[src/design/tcu_pkg.sv]
package tcu_pkg;

	// Bus widths
	localparam int TCU_ADDR_W = 32;
	localparam int TCU_DATA_W = 32;
	localparam int TCU_STRB_W = TCU_DATA_W / 8;
	localparam int TCU_LEN_W = 8;

	// Region table size
	localparam int TCU_NUM_TC = 4;
	localparam int TCU_IDX_W = $clog2(TCU_NUM_TC);

	// Address step of one full-width beat
	localparam int TCU_BEAT_BYTES = TCU_DATA_W / 8;

	typedef logic [TCU_ADDR_W-1:0] addr_t;
	typedef logic [TCU_DATA_W-1:0] data_t;
	typedef logic [TCU_STRB_W-1:0] strb_t;
	typedef logic [TCU_LEN_W-1:0] len_t;
	typedef logic [1:0] resp_t;

	// ********************************************************
	// Register map
	// Region i occupies 16 bytes starting at REG_REGION_BASE + 16*i
	localparam logic [7:0] REG_ENABLE = 8'h00;
	localparam logic [7:0] REG_REGION_BASE = 8'h10;
	localparam logic [3:0] REG_BASE_OFS = 4'h0;
	localparam logic [3:0] REG_LIMIT_OFS = 4'h4;
	localparam logic [3:0] REG_TARGET_OFS = 4'h8;

	// Address arbiter states
	typedef enum logic [1:0] {
		ARB_IDLE,
		ARB_RD_ISSUE,
		ARB_WR_ISSUE,
		ARB_WR_DATA
	} arb_state_t;

endpackage

[src/design/tcu_if.sv]
`timescale 1ns/10ps

// Region table as seen by the lookup logic
interface tcu_region_if;
	import tcu_pkg::*;

	logic [TCU_NUM_TC-1:0] enable;
	addr_t base [TCU_NUM_TC];
	addr_t limit [TCU_NUM_TC];
	addr_t target [TCU_NUM_TC];

	modport regs (output enable, output base, output limit, output target);
	modport match (input enable, input base, input limit, input target);
endinterface

// Shared translator port between arbiter and region match
interface tcu_lookup_if;
	import tcu_pkg::*;

	addr_t addr;
	logic hit;
	addr_t xaddr;
	addr_t limit;

	modport client (output addr, input hit, input xaddr);
	modport server (input addr, output hit, output xaddr, output limit);
endinterface

[src/design/tcu_apb_regs.sv]
`timescale 1ns/10ps

module tcu_apb_regs
(
	input  logic clk,
	input  logic rstnn,
	input  tcu_pkg::addr_t paddr,
	input  logic pwrite,
	input  logic psel,
	input  logic penable,
	input  tcu_pkg::data_t pwdata,
	output tcu_pkg::data_t prdata,
	output logic pready,
	output logic pslverr,
	tcu_region_if.regs region
);
	import tcu_pkg::*;

	logic [7:0] region_ofs;
	logic [TCU_IDX_W-1:0] idx;
	logic [3:0] field;
	logic upper_zero;
	logic sel_enable;
	logic in_table;
	logic field_ok;
	logic mapped;
	logic wr_en;

	// ********************************************************
	// Address decode
	assign upper_zero = (paddr[TCU_ADDR_W-1:8] == '0);
	assign sel_enable = upper_zero && (paddr[7:0] == REG_ENABLE);
	assign region_ofs = paddr[7:0] - REG_REGION_BASE;
	assign idx = region_ofs[TCU_IDX_W+3:4];
	assign field = region_ofs[3:0];
	assign in_table = upper_zero && (paddr[7:0] >= REG_REGION_BASE) &&
		(region_ofs[7:4] < 4'(TCU_NUM_TC));
	assign field_ok = (field == REG_BASE_OFS) || (field == REG_LIMIT_OFS) ||
		(field == REG_TARGET_OFS);
	assign mapped = sel_enable || (in_table && field_ok);

	// Every access finishes in its enable cycle
	assign pready = psel && penable;
	assign pslverr = pready && !mapped;
	assign wr_en = pready && pwrite && mapped;

	always_ff @(posedge clk or negedge rstnn)
	begin
		if (!rstnn)
			region.enable <= '0;
		else if (wr_en && sel_enable)
			region.enable <= pwdata[TCU_NUM_TC-1:0];
	end

	// Region entry writes
	always_ff @(posedge clk)
	begin
		if (wr_en && in_table)
		begin
			case (field)
				REG_BASE_OFS: region.base[idx] <= pwdata;
				REG_LIMIT_OFS: region.limit[idx] <= pwdata;
				REG_TARGET_OFS: region.target[idx] <= pwdata;
				default: ;
			endcase
		end
	end

	// Read mux returns zero for unmapped offsets
	always_comb
	begin
		prdata = '0;
		if (sel_enable)
			prdata = data_t'(region.enable);
		else if (in_table)
		begin
			case (field)
				REG_BASE_OFS: prdata = data_t'(region.base[idx]);
				REG_LIMIT_OFS: prdata = data_t'(region.limit[idx]);
				REG_TARGET_OFS: prdata = data_t'(region.target[idx]);
				default: prdata = '0;
			endcase
		end
	end

	a_slverr_zero_data: assert property (@(posedge clk) disable iff (!rstnn)
		pslverr |-> (prdata == '0));

endmodule

[src/design/tcu_region_match.sv]
`timescale 1ns/10ps

module tcu_region_match
(
	tcu_region_if.match region,
	tcu_lookup_if.server lookup
);
	import tcu_pkg::*;

	logic [TCU_NUM_TC-1:0] win;

	// ********************************************************
	// Window compare against an exclusive limit
	always_comb
	begin
		for (int i = 0; i < TCU_NUM_TC; i++)
		begin
			win[i] = region.enable[i] &&
				(lookup.addr >= region.base[i]) &&
				(lookup.addr < region.limit[i]);
		end
	end

	// Priority pick
	// Scan downward so the lowest matching index is applied last
	always_comb
	begin
		lookup.hit = 1'b0;
		lookup.xaddr = lookup.addr;
		lookup.limit = '0;
		for (int i = TCU_NUM_TC - 1; i >= 0; i--)
		begin
			if (win[i])
			begin
				lookup.hit = 1'b1;
				lookup.xaddr = region.target[i] + (lookup.addr - region.base[i]);
				lookup.limit = region.limit[i];
			end
		end
	end

endmodule

[src/design/tcu_addr_arbiter.sv]
`timescale 1ns/10ps

module tcu_addr_arbiter
(
	input  logic clk,
	input  logic rstnn,
	input  tcu_pkg::addr_t s_araddr,
	input  tcu_pkg::len_t s_arlen,
	input  logic s_arvalid,
	output logic s_arready,
	input  tcu_pkg::addr_t s_awaddr,
	input  tcu_pkg::len_t s_awlen,
	input  logic s_awvalid,
	output logic s_awready,
	input  logic s_wvalid,
	output logic s_wready,
	output tcu_pkg::addr_t m_araddr,
	output tcu_pkg::len_t m_arlen,
	output logic m_arvalid,
	input  logic m_arready,
	output tcu_pkg::addr_t m_awaddr,
	output tcu_pkg::len_t m_awlen,
	output logic m_awvalid,
	input  logic m_awready,
	output logic m_wvalid,
	input  logic m_wready,
	input  logic m_wlast_seen,
	output logic wr_start,
	output logic wr_beat,
	output logic wr_hit,
	tcu_lookup_if.client lookup
);
	import tcu_pkg::*;

	arb_state_t state;
	arb_state_t state_nx;
	addr_t addr_q;
	len_t len_q;
	logic take_rd;
	logic take_wr;
	logic wr_done;

	// Reads win when both address channels are pending
	assign take_rd = (state == ARB_IDLE) && s_arvalid;
	assign take_wr = (state == ARB_IDLE) && !s_arvalid && s_awvalid;

	// One address register feeds the shared translator
	always_ff @(posedge clk)
	begin
		if (take_rd)
		begin
			addr_q <= s_araddr;
			len_q <= s_arlen;
		end
		else if (take_wr)
		begin
			addr_q <= s_awaddr;
			len_q <= s_awlen;
		end
	end

	assign lookup.addr = addr_q;

	// ********************************************************
	// Channel gating
	assign m_araddr = lookup.xaddr;
	assign m_awaddr = lookup.xaddr;
	assign m_arlen = len_q;
	assign m_awlen = len_q;
	assign m_arvalid = (state == ARB_RD_ISSUE);
	assign m_awvalid = (state == ARB_WR_ISSUE);
	assign s_arready = (state == ARB_RD_ISSUE) && m_arready;
	assign s_awready = (state == ARB_WR_ISSUE) && m_awready;
	assign m_wvalid = (state == ARB_WR_DATA) && s_wvalid;
	assign s_wready = (state == ARB_WR_DATA) && m_wready;

	assign wr_start = (state == ARB_WR_ISSUE) && m_awready;
	assign wr_beat = m_wvalid && m_wready;
	assign wr_done = wr_beat && m_wlast_seen;

	always_comb
	begin
		state_nx = state;
		case (state)
			ARB_IDLE:
				if (take_rd)
					state_nx = ARB_RD_ISSUE;
				else if (take_wr)
					state_nx = ARB_WR_ISSUE;
			ARB_RD_ISSUE:
				if (m_arready)
					state_nx = ARB_IDLE;
			ARB_WR_ISSUE:
				if (m_awready)
					state_nx = ARB_WR_DATA;
			ARB_WR_DATA:
				if (wr_done)
					state_nx = ARB_IDLE;
			default: state_nx = ARB_IDLE;
		endcase
	end

	always_ff @(posedge clk or negedge rstnn)
	begin
		if (!rstnn)
			state <= ARB_IDLE;
		else
			state <= state_nx;
	end

	// Hit flag of the burst whose data is flowing
	always_ff @(posedge clk or negedge rstnn)
	begin
		if (!rstnn)
			wr_hit <= 1'b0;
		else if (wr_start)
			wr_hit <= lookup.hit;
		else if (wr_done)
			wr_hit <= 1'b0;
	end

	// Masking follows the same window as the write address phase
	a_wr_hit_live: assert property (@(posedge clk) disable iff (!rstnn)
		(state == ARB_WR_DATA) |-> (wr_hit == lookup.hit));

	// Translated write address holds while the downstream stalls
	a_aw_stable: assert property (@(posedge clk) disable iff (!rstnn)
		m_awvalid && !m_awready |=> m_awvalid && $stable(m_awaddr));

endmodule

[src/design/tcu_wstrb_mask.sv]
`timescale 1ns/10ps

module tcu_wstrb_mask
(
	input  logic clk,
	input  logic rstnn,
	input  logic wr_start,
	input  logic wr_beat,
	input  logic wr_hit,
	input  tcu_pkg::addr_t start_addr,
	input  tcu_pkg::addr_t limit,
	input  tcu_pkg::strb_t s_wstrb,
	output tcu_pkg::strb_t m_wstrb
);
	import tcu_pkg::*;

	addr_t beat_addr;
	logic past_limit;

	// Original-space address of the beat on the W channel
	always_ff @(posedge clk or negedge rstnn)
	begin
		if (!rstnn)
			beat_addr <= '0;
		else if (wr_start)
			beat_addr <= start_addr;
		else if (wr_beat)
			beat_addr <= beat_addr + addr_t'(TCU_BEAT_BYTES);
	end

	// ********************************************************
	// Strobe masking
	// A beat at or past the window end must not reach the target
	assign past_limit = (beat_addr >= limit);
	assign m_wstrb = (wr_hit && past_limit) ? '0 : s_wstrb;

	// The first beat of a burst always lies inside its window
	a_first_beat_kept: assert property (@(posedge clk) disable iff (!rstnn)
		wr_start |=> (m_wstrb == s_wstrb));

endmodule

[src/design/tcu_top.sv]
`timescale 1ns/10ps

module tcu_top
(
	input  logic clk,
	input  logic rstnn,

	// Requester side
	input  tcu_pkg::addr_t s_awaddr,
	input  tcu_pkg::len_t s_awlen,
	input  logic s_awvalid,
	output logic s_awready,
	input  tcu_pkg::data_t s_wdata,
	input  tcu_pkg::strb_t s_wstrb,
	input  logic s_wlast,
	input  logic s_wvalid,
	output logic s_wready,
	output tcu_pkg::resp_t s_bresp,
	output logic s_bvalid,
	input  logic s_bready,
	input  tcu_pkg::addr_t s_araddr,
	input  tcu_pkg::len_t s_arlen,
	input  logic s_arvalid,
	output logic s_arready,
	output tcu_pkg::data_t s_rdata,
	output tcu_pkg::resp_t s_rresp,
	output logic s_rlast,
	output logic s_rvalid,
	input  logic s_rready,

	// Downstream side
	output tcu_pkg::addr_t m_awaddr,
	output tcu_pkg::len_t m_awlen,
	output logic m_awvalid,
	input  logic m_awready,
	output tcu_pkg::data_t m_wdata,
	output tcu_pkg::strb_t m_wstrb,
	output logic m_wlast,
	output logic m_wvalid,
	input  logic m_wready,
	input  tcu_pkg::resp_t m_bresp,
	input  logic m_bvalid,
	output logic m_bready,
	output tcu_pkg::addr_t m_araddr,
	output tcu_pkg::len_t m_arlen,
	output logic m_arvalid,
	input  logic m_arready,
	input  tcu_pkg::data_t m_rdata,
	input  tcu_pkg::resp_t m_rresp,
	input  logic m_rlast,
	input  logic m_rvalid,
	output logic m_rready,

	// Configuration
	input  tcu_pkg::addr_t paddr,
	input  logic pwrite,
	input  logic psel,
	input  logic penable,
	input  tcu_pkg::data_t pwdata,
	output tcu_pkg::data_t prdata,
	output logic pready,
	output logic pslverr
);

	logic wr_start;
	logic wr_beat;
	logic wr_hit;

	tcu_region_if region_bus ();
	tcu_lookup_if lookup_bus ();

	tcu_apb_regs u_apb_regs (
		.clk(clk), .rstnn(rstnn),
		.paddr(paddr), .pwrite(pwrite), .psel(psel), .penable(penable),
		.pwdata(pwdata), .prdata(prdata), .pready(pready), .pslverr(pslverr),
		.region(region_bus.regs)
	);

	tcu_region_match u_region_match (
		.region(region_bus.match),
		.lookup(lookup_bus.server)
	);

	tcu_addr_arbiter u_addr_arbiter (
		.clk(clk), .rstnn(rstnn),
		.s_araddr(s_araddr), .s_arlen(s_arlen),
		.s_arvalid(s_arvalid), .s_arready(s_arready),
		.s_awaddr(s_awaddr), .s_awlen(s_awlen),
		.s_awvalid(s_awvalid), .s_awready(s_awready),
		.s_wvalid(s_wvalid), .s_wready(s_wready),
		.m_araddr(m_araddr), .m_arlen(m_arlen),
		.m_arvalid(m_arvalid), .m_arready(m_arready),
		.m_awaddr(m_awaddr), .m_awlen(m_awlen),
		.m_awvalid(m_awvalid), .m_awready(m_awready),
		.m_wvalid(m_wvalid), .m_wready(m_wready),
		.m_wlast_seen(s_wlast),
		.wr_start(wr_start), .wr_beat(wr_beat), .wr_hit(wr_hit),
		.lookup(lookup_bus.client)
	);

	// The lookup still holds the write address during the data phase
	tcu_wstrb_mask u_wstrb_mask (
		.clk(clk), .rstnn(rstnn),
		.wr_start(wr_start), .wr_beat(wr_beat), .wr_hit(wr_hit),
		.start_addr(lookup_bus.addr), .limit(lookup_bus.limit),
		.s_wstrb(s_wstrb), .m_wstrb(m_wstrb)
	);

	// ********************************************************
	// Pass-through paths
	assign m_wdata = s_wdata;
	assign m_wlast = s_wlast;

	assign s_bresp = m_bresp;
	assign s_bvalid = m_bvalid;
	assign m_bready = s_bready;

	assign s_rdata = m_rdata;
	assign s_rresp = m_rresp;
	assign s_rlast = m_rlast;
	assign s_rvalid = m_rvalid;
	assign m_rready = s_rready;

endmodule

[config.mk]
export PLATFORM = sky130hd
export DESIGN_NAME = tcu_top
export DESIGN_NICKNAME = d
export VERILOG_FILES = /design/src/design/tcu_pkg.sv /design/src/design/tcu_if.sv /design/src/design/tcu_apb_regs.sv /design/src/design/tcu_region_match.sv /design/src/design/tcu_addr_arbiter.sv /design/src/design/tcu_wstrb_mask.sv /design/src/design/tcu_top.sv
export SDC_FILE = /design/constraint.sdc
export NUM_CORES = 2
export LEC_CHECK = 0
export BUFFER_PORTS_ARGS = -buffer_cell sky130_fd_sc_hd__buf_2
export CAP_MARGIN = 20
export CORE_MARGIN = 2
export CORE_UTILIZATION = 30
export DETAILED_ROUTE_END_ITERATION = 16
export PLACE_DENSITY = 0.5
export SYNTH_ARGS = -nofsm -noshare
export SYNTH_HDL_FRONTEND = slang
export SYNTH_SLANG_ARGS = --single-unit
[constraint.sdc]
create_clock -name clk -period 12.5 [get_ports clk]
set_clock_uncertainty 0.15 [all_clocks]
set_input_delay 0 -clock clk [delete_from_list [all_inputs] [get_ports clk]]
set_output_delay 0 -clock clk [all_outputs]
set_load 0.1 [all_outputs]
# Word-level counts from Yosys, hierarchy flattened
# Index checks and enable logic that the tools add are counted.
[totals]
ff_bits = 463
input_bits = 233
out_inout_bits = 198
elab_cells = 140
[classes]
muxes = 44
addsub = 10
n_lt_le_gt_ge = 13
n_reduce_logical = 45
bitwise_logic = 1
n_eq_ne = 9
[op_table]
columns = ["cell", "n"]
rows = [
  ["$mux 32", 21],
  ["$bwmux 128", 3],
  ["$bmux 32 s2", 3],
  ["$ge 32x32->1", 5],
  ["$add 32x32->32", 4],
  ["$lt 32x32->1", 4],
  ["$sub 32x32->32", 4],
  ["$pmux 32 s3", 1],
  ["$demux 32 s2", 1],
  ["$add 32x3->32 const B", 1],
  ["$logic_and 1x1->1", 29],
  ["$logic_not 24->1", 1],
  ["$mux 8", 2],
  ["$mux 2", 5],
  ["$ge 8x5->1 const B", 1],
  ["$logic_not 8->1", 1],
  ["$pmux 2 s4", 1],
  ["$sub 8x5->8 const B", 1],
  ["$mux 1", 6],
  ["$ne 2x1->1 const B", 3],
  ["$reduce_and 2->1", 3],
  ["$reduce_bool 2->1", 3],
  ["$eq 2x2->1 const B", 2],
  ["$eq 4x3->1 const B", 1],
  ["13 further kinds", 16],
]

# Logic depth before layout (Yosys ltp)
[depth]
ltp_word = 10
mapped_depth = 25
depth_no_buf = 23

# Hierarchy
# Synthesis repeated with hierarchy kept, for this count alone.
[unflattened]
cells_unflattened = 3889
hier_area_um2 = 39330.2
[modules_own_cells]
columns = ["module", "cells_each", "seq_area_each_um2", "instances", "area_each_um2"]
rows = [
  ["tcu_region_match", 2646, 0.0, 1, 18776.8],
  ["tcu_apb_regs", 684, 11631.2, 1, 14991.9],
  ["tcu_wstrb_mask", 301, 800.8, 1, 2527.4],
  ["tcu_addr_arbiter", 184, 1276.2, 1, 2478.6],
  ["tcu_top", 74, 0.0, 1, 555.5],
]

# Worst setup path before layout
# Ideal clock, no wire load.
[synth_timing]
path_kind = "register to output"
start = "register u_addr_arbiter.addr_q[6] (netlist: u_addr_arbiter.lookup.addr[6])"
end = "output port m_awaddr[31]"
t_arrival_ns = 7.125
path_slack_ns = 5.225
required_time_ns = 12.350
n_path_buf = 1
stages_incl_launch_ff = 16
path_cell_list = "edfxtp_1 inv_1 fa_1 inv_1 ha_1 a2111oi_0 o21ai_0 a21oi_1 o221ai_1 a2111oi_0 o21bai_1 a21oi_1 xnor2_1 and3_1 nor4_1 buf_4"
[synth_via]
elab_chain_cells = 7
word_cells_on_any_way = 28
cone_classes = "8 x add/sub; 8 x order compare; 4 x mux; 8 x reduce/logical"
[synth_lines]
columns = ["element", "line", "text"]
rows = [
  ["start, declared", "tcu_addr_arbiter.sv:37", "addr_t addr_q;"],
  ["start signal, assigned", "tcu_addr_arbiter.sv:52", "addr_q <= s_araddr;"],
  ["start signal, assigned", "tcu_addr_arbiter.sv:57", "addr_q <= s_awaddr;"],
  ["branches (longest 6 deep; another with $sub 32x32->32)", "-", ""],
  ["$mux 32 (*)", "tcu_region_match.sv:33", "if (win[i])"],
  ["end, declared", "tcu_top.sv:32", "output tcu_pkg::addr_t m_awaddr,"],
]
# Every way passes the cells marked *.

# Worst setup path after layout
[layout_timing]
start = "register u_addr_arbiter.addr_q[1] (netlist: u_addr_arbiter.lookup.addr[1])"
end = "output port m_wstrb[0]"
[layout_via]
elab_chain_cells = 10
word_cells_on_any_way = 23
cone_classes = "9 x order compare; 5 x mux; 9 x reduce/logical"
[layout_lines]
columns = ["element", "line", "text"]
rows = [
  ["$ge 32x32->1", "tcu_region_match.sv:19", "(lookup.addr >= region.base[i]) &&"],
  ["$logic_and 1x1->1", "tcu_region_match.sv:18", "win[i] = region.enable[i] &&"],
  ["$logic_and 1x1->1", "tcu_region_match.sv:19", ""],
  ["$mux 32 (3 in series)", "tcu_region_match.sv:33", ""],
  ["$mux 32 (*)", "tcu_region_match.sv:33", ""],
  ["$ge 32x32->1 (*)", "tcu_wstrb_mask.sv:34", "assign past_limit = (beat_addr >= limit);"],
  ["$logic_and 1x1->1 (*)", "tcu_wstrb_mask.sv:35", "assign m_wstrb = (wr_hit && past_limit) ? '0 : s_wstrb;"],
  ["$mux 4 (*)", "tcu_wstrb_mask.sv:35", ""],
  ["end, declared", "tcu_top.sv:37", "output tcu_pkg::strb_t m_wstrb,"],
]
# Every way passes the cells marked *; elsewhere a longest branch is shown, timed or not.

==> results_dict.tcl <==
set metrics [dict create \
    status "finished, final reports clean" \
    synth-compound-area-share 0.149 \
    synth-xor-area-share 0.0276 \
    wl_per_cell_um 23.1 \
    fin_crit_sh 0.627 \
    final_cell_count_no_fill 5842 \
    path_cells "ha_1, a2111oi_0, nor4_1, or4_1, a311o_1, a211oi_4, buf_4, buf_4, a22oi_1, a211oi_1, a21o_1, ha_1, nand2b_1, a21o_1, a21o_1, a21oi_1, nor2b_1, o21ai_0, a21oi_1, o21ai_0, a2111oi_1, buf_2, nor2_1, buf_2" \
    drtPass1Iterations 6 \
    path_max_fanout 54 \
    critPathArrivalTime_ns 7.69 \
    synth_area_sq_mm 0.0383 \
    overflow 0 \
    portBuffers 284 \
    cp.required_ns 12.35 \
    grt_max_degree 55 \
    async_flop_share 0.0842 \
    die_area_sq_mm 0.131 \
    fin_tns_setup_ns 0 \
    hold_violations 0 \
    synth_fa_ha_area_frac 0.200 \
    numClockSinks 463 \
    drc 0 \
    critPathKind "flip-flop to output port" \
    place.gp.congestion 0.902 \
    synth.distinct_cells 73 \
    core_area_sq_mm 0.127 \
    gr-max-usage-layer "met2" \
    path_delay_family "compound AO/OA/AOI/OAI gates" \
    cts-root-buf "clkbuf_16" \
    dieWidth_um 361 \
    yosysWarningCount 0 \
    clk_path_buf_depth 3 \
    drtIter0Drc 2674 \
    dp_hpwl_mm 104 \
    worst_slew_pin_slew_ns 1.12 \
    synth_edf_count 424 \
    synth_nets 4537 \
    drive_gt1_frac 0.142 \
    antenna_found_initial 5 \
    start_util 0.301 \
    htreeDepth 2 \
    wirelength_mm 135 \
    avgSynthCellArea_sq_um 10.2 \
    postCtsSetupRepairBufs 0 \
    cap_viol_max_count 0 \
    end_kind "output port" \
    synth_ff_type "edfxtp_1" \
    first_global_vias 30100 \
    hold_path_class "input port to flip-flop" \
    row_count 131 \
    relSlewSlack 0.256 \
    track_usage 0.201 \
    nets 4903 \
    clk_latency_ns 0.62 \
    use_met3 0.0196 \
    fillers 12800 \
    finalSetupViolations 0 \
    ys_ff_latch 463 \
    viasPerCell 5.20 \
    synth_top_family_by_area "adder cells" \
    drv_slew 0 \
    whs_ns 0.0355 \
    crit_path_start_kind "flip-flop" \
    worst_path_most_repeated_cell "a21o_1" \
    pin_count 431 \
    fmax_ghz 0.128 \
    via_count 30400 \
    p_leak_nw 19.5 \
    rsz0062_at_grt "false" \
    use_met2 0.324 \
    seq_area_frac_synth 0.358 \
    dpl_cell_area_sq_mm 0.0410 \
    met1_usage 0.287 \
    synth_mux_area_frac 0.0781 \
    layout_min_cycle_time_ns 7.84 \
    crit_buf_inv 4 \
    max_stage_delay_ns 0.69 \
    cts-buffers-inserted 51 \
    powerDensity_mw_per_mm2 141 \
    ir_drop_uv 196 \
    post-route-cell-area_sq_mm 0.0448 \
    antenna_left 0 \
    place_inst 5540 \
    path_clk_slew_ns 0.07 \
    syn2layout_area_growth_pct 16.8 \
    grt_pass1_wl_mm 197 \
    yosys.area_share.simple 0.0884 \
    synth_cells 3767 \
    die_h_um 361 \
    tritoncts "done" \
    crit_slowest_cell "buf_4" \
]
area by class of cell:
class | instances | area, sq um | share of cell area
diodes | 6 | 15.0 | 0.000335
clock buffers | 59 | 1350 | 0.0301
clock inverters | 35 | 400 | 0.00894
inverters | 684 | 2570 | 0.0573
multi-input cells | 2404 | 20900 | 0.467
flip-flops and latches | 463 | 13700 | 0.306
well taps | 1662 | 2080 | 0.0464
repair buffers | 529 | 3770 | 0.0842
power by group:
group / total [mW] / internal (mW) / switching (mW)
clock network: 1.61 / 0.938 / 0.672
registers: 1.93 / 1.78 / 0.154
logic: 2.79 / 0.896 / 1.90
worst register-to-register path, stage by stage (launching register included):
cell      delay, ns
edfxtp_1       0.62
ha_1           0.39
o21ai_0        0.08
o21bai_1       0.13
a21oi_1        0.10
o21ai_0        0.47
a31oi_1        0.20
o41ai_1        0.63
o211a_4        0.54
buf_4          0.57
buf_4          0.49
nand2b_1       0.26
buf_4          0.36
nor3_1         0.21
a21oi_1        0.21
stage by stage:
stage                util  total power, mW  setup slack (ns)
floorplan               -             4.03              5.23
global placement    0.322             4.57              4.81
detailed placement  0.322             4.58              5.14
CTS                 0.352             6.37              4.43
global route        0.352             6.68              4.02
finish              0.352             6.33              4.66
kinds of logic (layout without fill, tap and decap cells):
group                      after synthesis  in the layout
AOI/OAI and AO/OA                      883            883
xor gates and xnor gates               121            121
adders and majority gates              537            537
buffers and inverters                  900           1307
DFF                                    463            463
muxes                                  173            173
other                                    0              6
and+or+nand+nor                        690            690
cells in the mapped netlist (27+ instances only):
| library cell | n | area share |
|---|---|---|
| a211oi_1 | 79 | 0.015 |
| a21o_1 | 93 | 0.018 |
| a21oi_1 | 247 | 0.032 |
| a22oi_1 | 78 | 0.015 |
| and2_1 | 27 | 0.0044 |
| buf_4 | 115 | 0.023 |
| clkbuf_1 | 77 | 0.0075 |
| dfrtp_1 | 39 | 0.025 |
| edfxtp_1 | 424 | 0.33 |
| fa_1 | 124 | 0.065 |
| ha_1 | 413 | 0.13 |
| inv_1 | 684 | 0.067 |
| mux2_2 | 49 | 0.014 |
| mux2i_1 | 28 | 0.0073 |
| mux4_2 | 96 | 0.056 |
| nand2_1 | 192 | 0.019 |
| nand2b_1 | 34 | 0.0055 |
| nand3_1 | 64 | 0.0084 |
| nand4_1 | 48 | 0.0078 |
| nor2_1 | 157 | 0.015 |
| nor2b_1 | 31 | 0.0051 |
| nor3_1 | 37 | 0.0048 |
| o21ai_0 | 186 | 0.024 |
| xnor2_1 | 83 | 0.019 |
| xor2_1 | 38 | 0.0087 |
layer usage:
layer | wire (um) | vias up
met5 | 0 | -
met4 | 3590 | 0
met3 | 8180 | 141
met2 | 60800 | 1193
met1 | 62100 | 14900
li1 | - | 14100
registers in the layout, indices dropped and copies added (netlist names), 2 cells and up:
name,count
u_addr_arbiter.lookup.addr,32
u_apb_regs.region.base,128
u_apb_regs.region.target,128
u_addr_arbiter.state,2
u_addr_arbiter.m_arlen,8
u_apb_regs.region.enable,4
u_wstrb_mask.beat_addr,32
u_apb_regs.region.limit,128
what timing repair did:
| action | in CTS | in global routing |
|---|---|---|
| endpoints found under the hold margin | 611 | 0 |
| hold buffers | 202 | 0 |
| gates resized for setup | 0 | 0 |
placed cells by master (no fill, tap or decap), drive strengths merged, types with 16 or more instances in the layout:
master	n
a31oi	21
and2	28
nand4	48
mux2i	28
nand2b	34
o21ai	187
nor4	17
ha	413
inv	686
and3	24
a211oi	80
o211ai	24
dlygate4sd3	202
mux2	49
a221o	16
edfxtp	424
buf	327
a21o	93
fa	124
xor2	38
nor2	157
nand3	64
clkbuf	59
mux4	96
clkinv	21
dfrtp	39
a22oi	78
a21oi	247
nor2b	31
nand2	192
xnor2	83
nor3	37
path summary, 6_finish.rpt:
kind / startpoint / end / slack [ns] / cells past startpoint
min in group asynchronous: rstnn / u_apb_regs.region.enable[0] / 0.38 / 4
max reg2reg: u_addr_arbiter.lookup.addr[2] / u_addr_arbiter.wr_hit / 6.99 / 14
min reg2reg: u_wstrb_mask.beat_addr[1] / u_wstrb_mask.beat_addr[1] / 0.40 / 1
min: m_wready / u_wstrb_mask.beat_addr[3] / 0.04 / 6
max: u_addr_arbiter.lookup.addr[1] / m_wstrb[0] / 4.66 / 24
max in group asynchronous: rstnn / u_wstrb_mask.beat_addr[25] / 11.37 / 4
(Power assumes the default switching activity.)
